--- src/common/bus_defines.svh ---
`ifndef BUS_DEFINES_SVH
`define BUS_DEFINES_SVH

// bus widths
`define BUS_AW      32
`define BUS_DW      64

// on-chip ram, byte base and size in 32-bit words
`define RAM_BASE    32'h0000_1000
`define RAM_WORDS   1024

// sdram window, 8 MB starting at 16 MB
`define SDRAM_MIN   32'h0100_0000
`define SDRAM_MAX   32'h0180_0000

// external sdram port
// beat address covers the window in 16-bit units
`define SDRAM_AW    22
`define BEAT_W      16

`endif

--- src/common/bus_pkg.sv ---
`default_nettype none

`include "bus_defines.svh"

package bus_pkg;

    // access size code from the core
    // stores reuse codes 0..3 as sb sh sw sd
    typedef enum logic [2:0] {
        ls_lb  = 3'd0,
        ls_lh  = 3'd1,
        ls_lw  = 3'd2,
        ls_ld  = 3'd3,
        ls_lbu = 3'd4,
        ls_lhu = 3'd5,
        ls_lwu = 3'd6
    } ls_type_e;

    // one 64-bit bus word
    // dw view for ram and extension, beat view for the sdram sequencer
    typedef union packed {
        logic [`BUS_DW-1:0]                    dw;
        logic [`BUS_DW/`BEAT_W-1:0][`BEAT_W-1:0] beat;
    } bus_data_u;

    // request from the core side
    typedef struct packed {
        logic [`BUS_AW-1:0] addr;
        ls_type_e           ls_type;
        bus_data_u          wdata;
        logic               read;
        logic               write;
    } bus_req_t;

    // avalon-style sdram controller port
    typedef struct packed {
        logic [`SDRAM_AW-1:0] addr;
        logic [`BEAT_W-1:0]   wrdata;
        logic [1:0]           byte_en;
        logic                 read;
        logic                 write;
    } sdram_req_t;

    // load result of one part, item already at bit 0
    typedef struct packed {
        logic      valid;
        bus_data_u raw;
    } part_rsp_t;

endpackage

`default_nettype wire

--- src/hdl/load_align.sv ---
`timescale 1ns/1ps
`default_nettype none

module load_align import bus_pkg::*; (
    input  wire logic      CLOCK_50,
    input  wire logic      KEY0,
    input  wire part_rsp_t ram_rsp,
    input  wire part_rsp_t sdram_rsp,
    input  wire part_rsp_t local_rsp,
    input  wire ls_type_e  ls_type,
    output bus_data_u      read_data,
    output logic           load_done
);

    bus_data_u sel;
    bus_data_u ext;

    // at most one source answers per access
    always_comb begin
        if (ram_rsp.valid) begin
            sel = ram_rsp.raw;
        end else if (sdram_rsp.valid) begin
            sel = sdram_rsp.raw;
        end else begin
            sel = local_rsp.raw;
        end
    end

    // cut to size, sign fill for signed loads
    always_comb begin
        case (ls_type)
            ls_lb:   ext.dw = {{56{sel.dw[7]}}, sel.dw[7:0]};
            ls_lh:   ext.dw = {{48{sel.dw[15]}}, sel.dw[15:0]};
            ls_lw:   ext.dw = {{32{sel.dw[31]}}, sel.dw[31:0]};
            ls_lbu:  ext.dw = {56'b0, sel.dw[7:0]};
            ls_lhu:  ext.dw = {48'b0, sel.dw[15:0]};
            ls_lwu:  ext.dw = {32'b0, sel.dw[31:0]};
            // ld passes the full doubleword
            default: ext.dw = sel.dw;
        endcase
    end

    // done pulse lines up with the data register load
    assign load_done = ram_rsp.valid || sdram_rsp.valid || local_rsp.valid;

    always_ff @(posedge CLOCK_50 or negedge KEY0) begin
        if (!KEY0) begin
            read_data <= '0;
        end else if (load_done) begin
            read_data <= ext;
        end
    end

endmodule

`default_nettype wire

--- config.mk ---
export PLATFORM = sky130hd
export DESIGN_NAME = load_align
export DESIGN_NICKNAME = d
export VERILOG_FILES = /design/src/common/bus_pkg.sv /design/src/hdl/load_align.sv
export VERILOG_INCLUDE_DIRS = /design/src /design/src/common
export SDC_FILE = /design/constraint.sdc
export NUM_CORES = 1
export LEC_CHECK = 0
export ABC_CLOCK_PERIOD_IN_PS = 1000
export BUFFER_PORTS_ARGS = -buffer_cell sky130_fd_sc_hd__buf_2
export CORE_MARGIN = 5
export CORE_UTILIZATION = 39
export CTS_BUF_LIST = sky130_fd_sc_hd__clkbuf_8
export DETAILED_ROUTE_END_ITERATION = 10
export GPL_TIMING_DRIVEN = 1
export PLACE_DENSITY = 0.89
export RECOVER_POWER = 100
export SETUP_SLACK_MARGIN = 0.1
export SYNTH_ARGS = -nofsm -noshare
export SYNTH_HDL_FRONTEND = slang
export SYNTH_SLANG_ARGS = --single-unit
--- constraint.sdc ---
create_clock -name CLOCK_50 -period 1 [get_ports CLOCK_50]
set_input_delay 0.05 -clock CLOCK_50 [delete_from_list [all_inputs] [get_ports CLOCK_50]]
set_output_delay 0.05 -clock CLOCK_50 [all_outputs]
set_load 0.05 [all_outputs]
==> flow_summary.yaml <==
run_status:
  outcome: "finished with violations"
  violations: "setup timing"
drt:
  dr.first_iter.drc_count: 218
  wl_um: 14800
  viasPerCell: 5.02
  ant_nets: 0
  wl_met2_um: 7840
  dr_total_vias: 4632
  drc_errors: 0
  wl_met1_um: 5440
  top_layer: "met5"
  met3RoutedLength_um: 1150
  detail_route.first_pass.iterations: 4
  wl_per_cell_um: 16.1
floorplanning:
  die_h_um: 110
  row_count: 36
  die_x_um: 110
  initial_core_util_pct: 39.8
  fp.coreArea_mm2: 0.00973
  die-area_mm2: 0.0120
  ioPinCount: 265
layout:
  fillers: 816
  finish.utilization_pct: 65.6
  seqCellArea_mm2: 0.00160
  syn2layout_area_growth_pct: 64.8
  largest_reg_flops: 64
  diodes: 0
  regMostFlops: "read_data"
  drive_gt1_share_pct: 46.6
  mostFrequentLayoutCells: "buf_2, nand2_1, nor2_1, dfrtp_1"
  nets: 984
  reg.largest.list: "read_data x64"
  multiInputGateArea_mm2: 0.00223
  final_common_cell: "buf_2"
timing:
  maxSlewHeadroom_pct: 61.1
  period_share_pct: 137
  worst_slack_ns: -0.369
  max_freq_mhz: 730
  maxSlewViolCount: 0
  worstMarginPinSlew_ns: 0.584
  finalSetupViolCount: 53
  hold_ws_ns: 0.0355
  fin_crit_ns: 1.37
  finalHoldViolations: 0
  rsz0062_at_grt: "true"
  skew_ns: 0
synth:
  syn-cell-area_mm2: 0.00387
  ys_ff_latch: 64
  synth_cell_types: 25
  syn-num-nets: 691
  synthMuxAreaShare_pct: 17.5
  avgSynthCellArea_um2: 7.88
  synth_xor_xnor_area_share_pct: 0
  synthCells: 491
  synth-simple-area-share_pct: 17.0
  synth_top_family_by_area: "compound AO/OA/AOI/OAI gates"
  synthAdderAreaFrac_pct: 0
  synth_compound_area_share_pct: 19.6
  yosysWarnings: 0
  yosysSeqAreaShare_pct: 41.4
placement:
  portBuffers: 264
  place_ws_ns: -0.782
  gp_congestion: 0.846
  dp.final_hpwl_um: 10500
critical_path:
  crit_path_cell_trace: "buf_8, mux2_4, mux4_2, a211oi_4, buf_6, buf_8, a21oi_1"
  rrSetupSlack_ns: 0.11
  crit_path_start_kind: "input port"
  critPathMaxFanout: 10
  cp_slowest_cell: "mux4_2"
  r2r-start: "read_data[53]$_DFFE_PN0P_"
  arrival_ns: 1.58
  slowest_delay_ns: 0.48
  r2r_end: "read_data[53]$_DFFE_PN0P_"
  reg2reg_depth: 4
  path_buf_inv: 3
  end_kind: "flip-flop"
  critPathKind: "in -> reg"
  required_ns: 1.21
  crit_top_cell: "buf_8"
  crit_family: "multiplexers"
run:
  max_cap_violations: 0
grt:
  grt_pass1_wl_um: 21800
  antenna_found_initial: 1
  grt-ovfl-total: 0
  grt_max_degree: 65
  track_usage_pct: 23.3
  grt_pass1_vias: 4569
clock_tree:
  root_buffer: "clkbuf_8"
  cts_buffers: 9
  clock_path_buffers: 2
  cts_tree: "built"
  insertion_delay_ns: 0.32
  cts_sinks: 64
  clkTransAtPathRegs_ns: 0.07
  cts_max_level: 3
min_path:
  hold_start: "ram_rsp[4]"
  whs_path_depth: 3
  min_path_type: "in -> reg"
  min_to: "read_data[4]$_DFFE_PN0P_"
power_and_ir_drop:
  power_frac_clock_pct: 21.6
  power_mw: 8.78
  power.internal_mw: 5.38
  sw_frac_of_total_pct: 38.7
  power.density_mw_per_mm2: 1380
  ir_drop_v: 0.000664
  switchingPower_mw: 3.40
  combPwrFrac_pct: 42.6
  power_leakage_nw: 3.37
  seqPwrFrac_pct: 35.8
layout make-up:
class                   count  area share [%]
multi-input cells         385            35.0
repair buffers            323            34.7
flip-flops and latches     64            25.1
well taps                 133            2.61
clock buffers              10            2.16
clock inverters             6           0.432
inverters                   1          0.0588
how the worst max path moves through the flow:
stage                     cells after the start  slack, ns                   endpoint     startpoint
after CTS                                     7      -0.32  read_data[33]$_DFFE_PN0P_  sdram_rsp[64]
after global placement                        6      -0.69  read_data[51]$_DFFE_PN0P_  sdram_rsp[64]
after global routing                          7      -0.39  read_data[49]$_DFFE_PN0P_  sdram_rsp[64]
final                                         7      -0.37  read_data[51]$_DFFE_PN0P_  sdram_rsp[64]
after floorplan                               6      -0.61  read_data[33]$_DFFE_PN0P_  sdram_rsp[64]
after detailed placement                      6      -0.78  read_data[45]$_DFFE_PN0P_  sdram_rsp[64]
Yosys cell counts:
master      n  share of area, %
nand2_1   101               9.8
a21oi_1    77                10
nor2_1     65               6.3
dfrtp_1    64                41
mux2i_1    62                16
o21ai_0    62               8.0
clkbuf_1   27               2.6
buf_1      10              0.97
buf_4       3              0.58
buf_2       2              0.26
mux2_1      2              0.58
nand2b_1    2              0.32
o211ai_1    2              0.39
a211oi_2    1              0.32
a31oi_1     1              0.16
and2_1      1              0.16
inv_1       1             0.097
mux2_2      1              0.29
mux4_2      1              0.58
nor3_1      1              0.13
o2111a_1    1              0.29
o21a_1      1              0.19
o21ba_2     1              0.26
or2_2       1              0.16
or3_1       1              0.16
logic make-up (layout without fill, tap and decap cells):
group | Yosys count | in the layout
AOI/OAI and AO/OA | 146 | 147
buffers and inverters | 43 | 340
DFF | 64 | 64
muxes | 66 | 66
and+or+nand+nor | 172 | 172
metal layers:
metal  GRT usage (%)  up-vias
met3            5.81       36
met5               0        -
met2            42.5      202
met4            9.44        2
met1            25.9     2135
li1                -     2257
timing repair:
action | in CTS | in global routing
hold buffers | 1 | 0
setup endpoints to repair | 129 | 127
hold endpoints to repair | 64 | 0
buffers inserted | 15 | 16
cloned | 3 | 0
pin swaps | 3 | 4
resized for setup | 154 | 14
per-stage QoR:
step	cells	TNS, ns	instance area (um2)
floorplan	491	-26.27	3970
global placement	871	-36.58	5480
detailed placement	871	-39.93	5480
CTS	906	-11.10	6290
global route	922	-13.97	6380
finish	922	-12.79	6380
power by group through the flow:
stage / Sequential (mW) / Clock [mW] / Combinational, mW
6_report: 3.14 / 1.89 / 3.74
5_1_grt: 3.17 / 2.08 / 3.97
4_1_cts: 3.15 / 1.96 / 3.64
3_5_place_dp: 3.12 / 0 / 3.05
3_3_place_gp: 3.10 / 0 / 2.99
2_1_floorplan: 4.23 / 0 / 0.863
tightest hold or removal path: stages:
cell and delay [ns]:
buf_2 0.08, a21oi_1 0.06, o21ai_0 0.14
Note: power is estimated with default switching activity, not from simulation.
