[config.mk]
export PLATFORM = sky130hd
export DESIGN_NAME = sdram_bridge
export DESIGN_NICKNAME = d
export VERILOG_FILES = /design/src/common/bus_pkg.sv /design/src/sdram_bridge/sdram_bridge.sv
export VERILOG_INCLUDE_DIRS = /design/src /design/src/common
export SDC_FILE = /design/constraint.sdc
export NUM_CORES = 1
export LEC_CHECK = 0
export BUFFER_PORTS_ARGS = -buffer_cell sky130_fd_sc_hd__buf_4
export CAP_MARGIN = 10
export CORE_ASPECT_RATIO = 2
export CORE_MARGIN = 2
export CORE_UTILIZATION = 30
export CTS_BUF_LIST = sky130_fd_sc_hd__clkbuf_4
export CTS_CLUSTER_SIZE = 28
export DETAILED_ROUTE_END_ITERATION = 10
export GPL_TIMING_DRIVEN = 0
export SYNTH_ARGS = -nofsm -noshare
export SYNTH_HDL_FRONTEND = slang
export SYNTH_SLANG_ARGS = --single-unit
[constraint.sdc]
create_clock -name CLOCK_50 -period 2.6 [get_ports CLOCK_50]
set_input_delay 0.13 -clock CLOCK_50 [delete_from_list [all_inputs] [get_ports CLOCK_50]]
set_output_delay 0.13 -clock CLOCK_50 [all_outputs]
set_load 0.03 [all_outputs]
[src/common/bus_defines.svh]
`ifndef BUS_DEFINES_SVH
`define BUS_DEFINES_SVH

// bus widths
`define BUS_AW      32
`define BUS_DW      64

// on-chip ram, byte base and size in 32-bit words
`define RAM_BASE    32'h0000_1000
`define RAM_WORDS   1024

// sdram window, 8 MB starting at 16 MB
`define SDRAM_MIN   32'h0100_0000
`define SDRAM_MAX   32'h0180_0000

// external sdram port
// beat address covers the window in 16-bit units
`define SDRAM_AW    22
`define BEAT_W      16

`endif

[src/common/bus_pkg.sv]
`default_nettype none

`include "bus_defines.svh"

package bus_pkg;

    // access size code from the core
    // stores reuse codes 0..3 as sb sh sw sd
    typedef enum logic [2:0] {
        ls_lb  = 3'd0,
        ls_lh  = 3'd1,
        ls_lw  = 3'd2,
        ls_ld  = 3'd3,
        ls_lbu = 3'd4,
        ls_lhu = 3'd5,
        ls_lwu = 3'd6
    } ls_type_e;

    // one 64-bit bus word
    // dw view for ram and extension, beat view for the sdram sequencer
    typedef union packed {
        logic [`BUS_DW-1:0]                    dw;
        logic [`BUS_DW/`BEAT_W-1:0][`BEAT_W-1:0] beat;
    } bus_data_u;

    // request from the core side
    typedef struct packed {
        logic [`BUS_AW-1:0] addr;
        ls_type_e           ls_type;
        bus_data_u          wdata;
        logic               read;
        logic               write;
    } bus_req_t;

    // avalon-style sdram controller port
    typedef struct packed {
        logic [`SDRAM_AW-1:0] addr;
        logic [`BEAT_W-1:0]   wrdata;
        logic [1:0]           byte_en;
        logic                 read;
        logic                 write;
    } sdram_req_t;

    // load result of one part, item already at bit 0
    typedef struct packed {
        logic      valid;
        bus_data_u raw;
    } part_rsp_t;

endpackage

`default_nettype wire

[src/sdram_bridge/sdram_bridge.sv]
`timescale 1ns/1ps
`default_nettype none

`include "bus_defines.svh"

module sdram_bridge import bus_pkg::*; (
    input  wire logic               CLOCK_50,
    input  wire logic               KEY0,
    input  wire logic               start,
    input  wire bus_req_t           req,
    output sdram_req_t              sdram_req,
    input  wire logic               sdram_wait,
    input  wire logic [`BEAT_W-1:0] sdram_rddata,
    output part_rsp_t               rsp,
    output logic                    write_ack
);

    logic [`BUS_AW-1:0]   offset;
    logic [`SDRAM_AW-1:0] base;
    logic                 is_byte;
    logic [1:0]           last;
    logic                 beat_end;
    logic [7:0]           rd_lane;
    logic                 busy_q;
    logic [1:0]           cnt_q;
    logic                 rsp_valid_q;
    bus_data_u            raw_q;

    // byte offset into the window, halved to a beat address
    assign offset = req.addr - `SDRAM_MIN;
    assign base   = offset[`SDRAM_AW:1];

    assign is_byte = (req.ls_type[1:0] == 2'd0);

    // beats per access: b/h one, w two, d four
    always_comb begin
        case (req.ls_type[1:0])
            2'd2:    last = 2'd1;
            2'd3:    last = 2'd3;
            default: last = 2'd0;
        endcase
    end

    // beat done when the controller stops waiting
    assign beat_end = busy_q && !sdram_wait;

    // byte lane picked by address bit 0
    assign rd_lane = req.addr[0] ? sdram_rddata[15:8] : sdram_rddata[7:0];

    // port held for the whole beat
    always_comb begin
        sdram_req.addr = base + {{(`SDRAM_AW-2){1'b0}}, cnt_q};
        if (is_byte) begin
            // byte copied to both lanes, only one enabled
            sdram_req.wrdata  = {2{req.wdata.dw[7:0]}};
            sdram_req.byte_en = req.addr[0] ? 2'b10 : 2'b01;
        end else begin
            sdram_req.wrdata  = req.wdata.beat[cnt_q];
            sdram_req.byte_en = 2'b11;
        end
        sdram_req.read  = busy_q && req.read;
        sdram_req.write = busy_q && req.write;
    end

    // beat sequencer
    always_ff @(posedge CLOCK_50 or negedge KEY0) begin
        if (!KEY0) begin
            busy_q      <= 1'b0;
            cnt_q       <= 2'd0;
            rsp_valid_q <= 1'b0;
            write_ack   <= 1'b0;
        end else begin
            rsp_valid_q <= 1'b0;
            write_ack   <= 1'b0;
            if (start) begin
                busy_q <= 1'b1;
                cnt_q  <= 2'd0;
            end else if (beat_end) begin
                if (cnt_q == last) begin
                    // answer in the cycle after the last beat
                    busy_q      <= 1'b0;
                    rsp_valid_q <= req.read;
                    write_ack   <= req.write;
                end else begin
                    cnt_q <= cnt_q + 2'd1;
                end
            end
        end
    end

    // read assembly, low beat first
    always_ff @(posedge CLOCK_50) begin
        if (start) begin
            raw_q <= '0;
        end else if (beat_end && req.read) begin
            if (is_byte) begin
                raw_q.beat[0] <= {8'h00, rd_lane};
            end else begin
                raw_q.beat[cnt_q] <= sdram_rddata;
            end
        end
    end

    assign rsp = '{valid: rsp_valid_q, raw: raw_q};

endmodule

`default_nettype wire

==> results <==
- The fraction of registers with async set/reset is 0.0725.
- The final period utilization is 0.927.
- The tightest min-delay check is of the in2reg type.
- The initial utilization of the core area, before any placement, comes to 0.306.
- The most frequently used cell type in the post-synthesis netlist is nand2_1.
- The worst hold path terminates at raw_q[62].
- The maximum buffer depth of the clock tree is 2.
- TritonCTS built the clock tree.
- In the final layout, the share of cells above drive strength 1 is 0.411.
- The normalized max-slew margin is 0.531.
- Compared with the post-synthesis result, the final layout area differs by 54.6%.
- The final-report hold violation count was 0.
- The timing-limited maximum frequency is 415 MHz.
- The area of the core is 0.0126 sq mm.
- The category of the critical setup timing path is reg2out.
- The switching share of power is 0.327.
- Before CTS, the worst setup slack after placement is 181 ps.
- The number of distinct standard cells referenced by the synthesized netlist is 45.
- The number of buffers added on ports is 216.
- The share of the yosys chip area belonging to registers is 0.366.
- Setup violations remaining at the end of the flow were counted as 0.
- The pre-antenna-repair detailed-routing pass consisted of 4 iterations.
- The die is around 84 um wide.
- The library cell with the largest summed area after synthesis is dfxtp_1.
- Setup slack on the worst reg-to-reg path comes out at 320 ps.
- By area the synthesized netlist is led by dfxtp_1, nand2_1, a21oi_1.
- The internal power of the cells is 0.00165 W.
- In this run the power density over the cells is 412 mW/mm^2.
- Of all nets on the critical path, the largest fanout is 7.
- The via count of the first global-routing pass is 4317.
- After synthesis the netlist holds a flip-flop and latch count of 69.
- The start point of the worst min-delay path is sdram_rddata[14].
- The top-area cell type share of the netlist area is 0.333.
- The congestion estimate from routability-driven global placement came to just under 0.9.
- Of the total power, combinational logic draws 0.318.
- For this design, the sink count on the clock tree is 69.
- The sequential power share is 0.451.
- The die is roughly 160 um tall.
- The area of the die is 0.0138 sq mm.
- The violation count after the first detailed-routing iteration is 126.
- During synthesis, Yosys emitted a total of 0 warnings.
- The HPWL after detailed placement is 12.0 mm.
- Counting the fill cells in the layout gives 1263.
- Across every metal layer, demand over resource in global routing totals 0.201.
- The detail-routed via count per cell is 4.95.
- The number of max-slew violations in the final report is 0.
- The first-pass GRT wire length is 21.7 mm.
- The total leakage power is roughly 2.6 nW.
- STA classifies the critical path endpoint as a primary output.
- Summed over all nets, the switching power comes to about 0.00080 W.
- After detailed routing, the average wire length per cell comes to 16.8 um.
- The clock power share is 0.231.
- The required time of the critical path is roughly 2500 ps.
- Counting instances, the worst hold path has a depth of 3.
- The largest net degree at the start of global routing is 12.
- Across the VDD grid, the largest voltage drop is 0.358 mV.
- Setup repair after global routing left no endpoint under its margin.
- STA classifies the critical path startpoint as a register.
- The commonest cells after synthesis are nand2_1, dfxtp_1, a21oi_1.
- The clock transition at the register clock pins on the worst setup and hold paths after CTS is 90 ps.
- The total via count after detailed routing is around 4300.
- The reg-to-reg critical path endpoint is raw_q[6].
- The clock arrives with around 8.5 ps of skew.
- For this run, design rule violations remaining after detail routing come to 0.
- The floorplan has 58 rows.
- The top-level port count is 229.
- The worst setup slack after layout is 189 ps.
- The run finished with clean final reports.
- The final worst hold slack is 17.1 ps.
- The fraction of the core area covered by cells at the end of the flow is 0.473.
- The clock latency at the later pin of the worst-skew pair is 410 ps.
- The leftover overflow at the end of global routing is 0.
- Adding up every negative setup slack in the final design gives 0 ps.
- Measured in cells, the most critical reg-to-reg path has a length of 8.
- The number of nets handed over by synthesis was 588.
- The count of nets after finishing is about 830.
- The CTS buffer count is 9.
- After detailed routing, the total wire length is between 10 and 15 mm.
- Data on the critical path arrives at its endpoint at 2280 ps.
- Counting every instance in the synthesized netlist gives 460.
- The cell area after synthesis is approximately 0.0038 sq mm.
- The startpoint of the worst-slack reg-to-reg timing path is cnt_q[0].
- The average cell area after synthesis is 8.36 sq um.
- The max-cap violation count is 0.
- The clock root buffer is clkbuf_4.
- Among all flip-flop cells after synthesis, the most frequent one is dfxtp_1.
- The slew at the pin with the worst max-slew slack is 704 ps.
- The number of enable flip-flop cells after synthesis is 0.
- The H-tree was split into 3 levels.
- The number of antenna violations at the first check in global routing came to 1.
- The count of nets left with antenna violations once routing finished came out at 0.
- For the finished layout, the period the worst path requires is 2410 ps.
## metal layers
layer / GRT usage / vias to the layer above / part of all wire
met3: 0.0432 / 26 / 0.065
li1: - / 2076 / -
met2: 0.406 / 183 / 0.58
met5: 0 / - / 0
met1: 0.180 / 1968 / 0.32
met4: 0.105 / 0 / 0.035
## worst max path at each step
stage              from       endpoint  slack, ps  depth (start not counted)
3_3_place_gp   cnt_q[0]       raw_q[6]        240                          8
6_report       cnt_q[0]  sdram_req[30]        190                          8
4_1_cts        cnt_q[0]  sdram_req[38]         30                          7
5_1_grt        cnt_q[0]  sdram_req[40]         30                          8
2_1_floorplan  cnt_q[0]  sdram_req[40]        510                          6
3_5_place_dp   cnt_q[0]       raw_q[6]        180                          8
## per-stage QoR
step / instances / power [W] / area, sq um
2_1_floorplan: 460 / 0.00153 / 3840
3_3_place_gp: 826 / 0.00188 / 5650
3_5_place_dp: 826 / 0.00189 / 5650
4_1_cts: 855 / 0.00247 / 5910
5_1_grt: 859 / 0.00256 / 5940
6_report: 859 / 0.00245 / 5940
## power by group through the flow
stage,clock (W),combinational [W],sequential (W)
final,0.000565,0.000778,0.00110
after global routing,0.000624,0.000829,0.00111
after CTS,0.000582,0.000784,0.00110
after detailed placement,0,0.000764,0.00113
after global placement,0,0.000755,0.00113
after floorplan,0,0.000371,0.00116
## final cells by class
type,instances,area (sq um),area share
clock inverter,3,13.8,0.00232
inverter,8,30.0,0.00505
timing repair buffer,233,1780,0.300
tap,150,188,0.0316
buffer,33,277,0.0465
clock buffer,12,90.1,0.0152
multi-input combinational,350,2150,0.362
sequential,69,1410,0.237
antenna,1,2.50,0.000421
## state kept, by name, summed over array words and instances, names as in the netlist
register and count:
write_ack 1, rsp_valid_q 1, raw_q 64, cnt_q 2, busy_q 1
## critical path, cell delays in order, from the launching register on
cell     delay [ps]
dfrtp_2         480
ha_1            230
fa_1            430
nand4_1         100
buf_4           150
nor2_1           60
nand3_1         110
xnor2_1         120
buf_4           180
## what timing repair did
action                                  4_1_cts  5_1_grt
hold endpoints to repair                     33        0
buffers inserted                              0        3
pin swaps                                     0        2
resized for setup                             3        3
endpoints found under the setup margin        4       15
hold buffers                                 14        0
## placed cells by master (no fill, tap or decap), drive strengths merged, types with 3 or more instances in the layout
cell type,Yosys,final
dfxtp,64,64
and3,7,7
o22ai,9,9
nor2,33,33
a221oi,16,16
ha,6,6
o21ai,4,4
a21oi,49,49
clkinv,0,3
nand3,16,16
xor2,5,5
nand2,127,127
clkbuf,9,21
a22oi,8,8
buf,24,243
mux4,8,8
dfrtp,5,5
dlygate4sd3,0,14
nor3,9,9
nand2b,9,9
inv,8,8
nand4,4,4
xnor2,15,15
mux2i,9,9
## cells by family after synthesis
logic type               after synthesis  share of synthesized area
adder cells (fa/ha/maj)                7                     0.0247
flip-flops                            69                      0.366
multiplexers                          17                     0.0703
AND/OR/NAND/NOR                      215                      0.255
AO/OA/AOI/OAI                         91                      0.159
buffers and inverters                 41                     0.0794
XOR/XNOR                              20                     0.0456
Note: power is estimated with default switching activity, not from simulation.
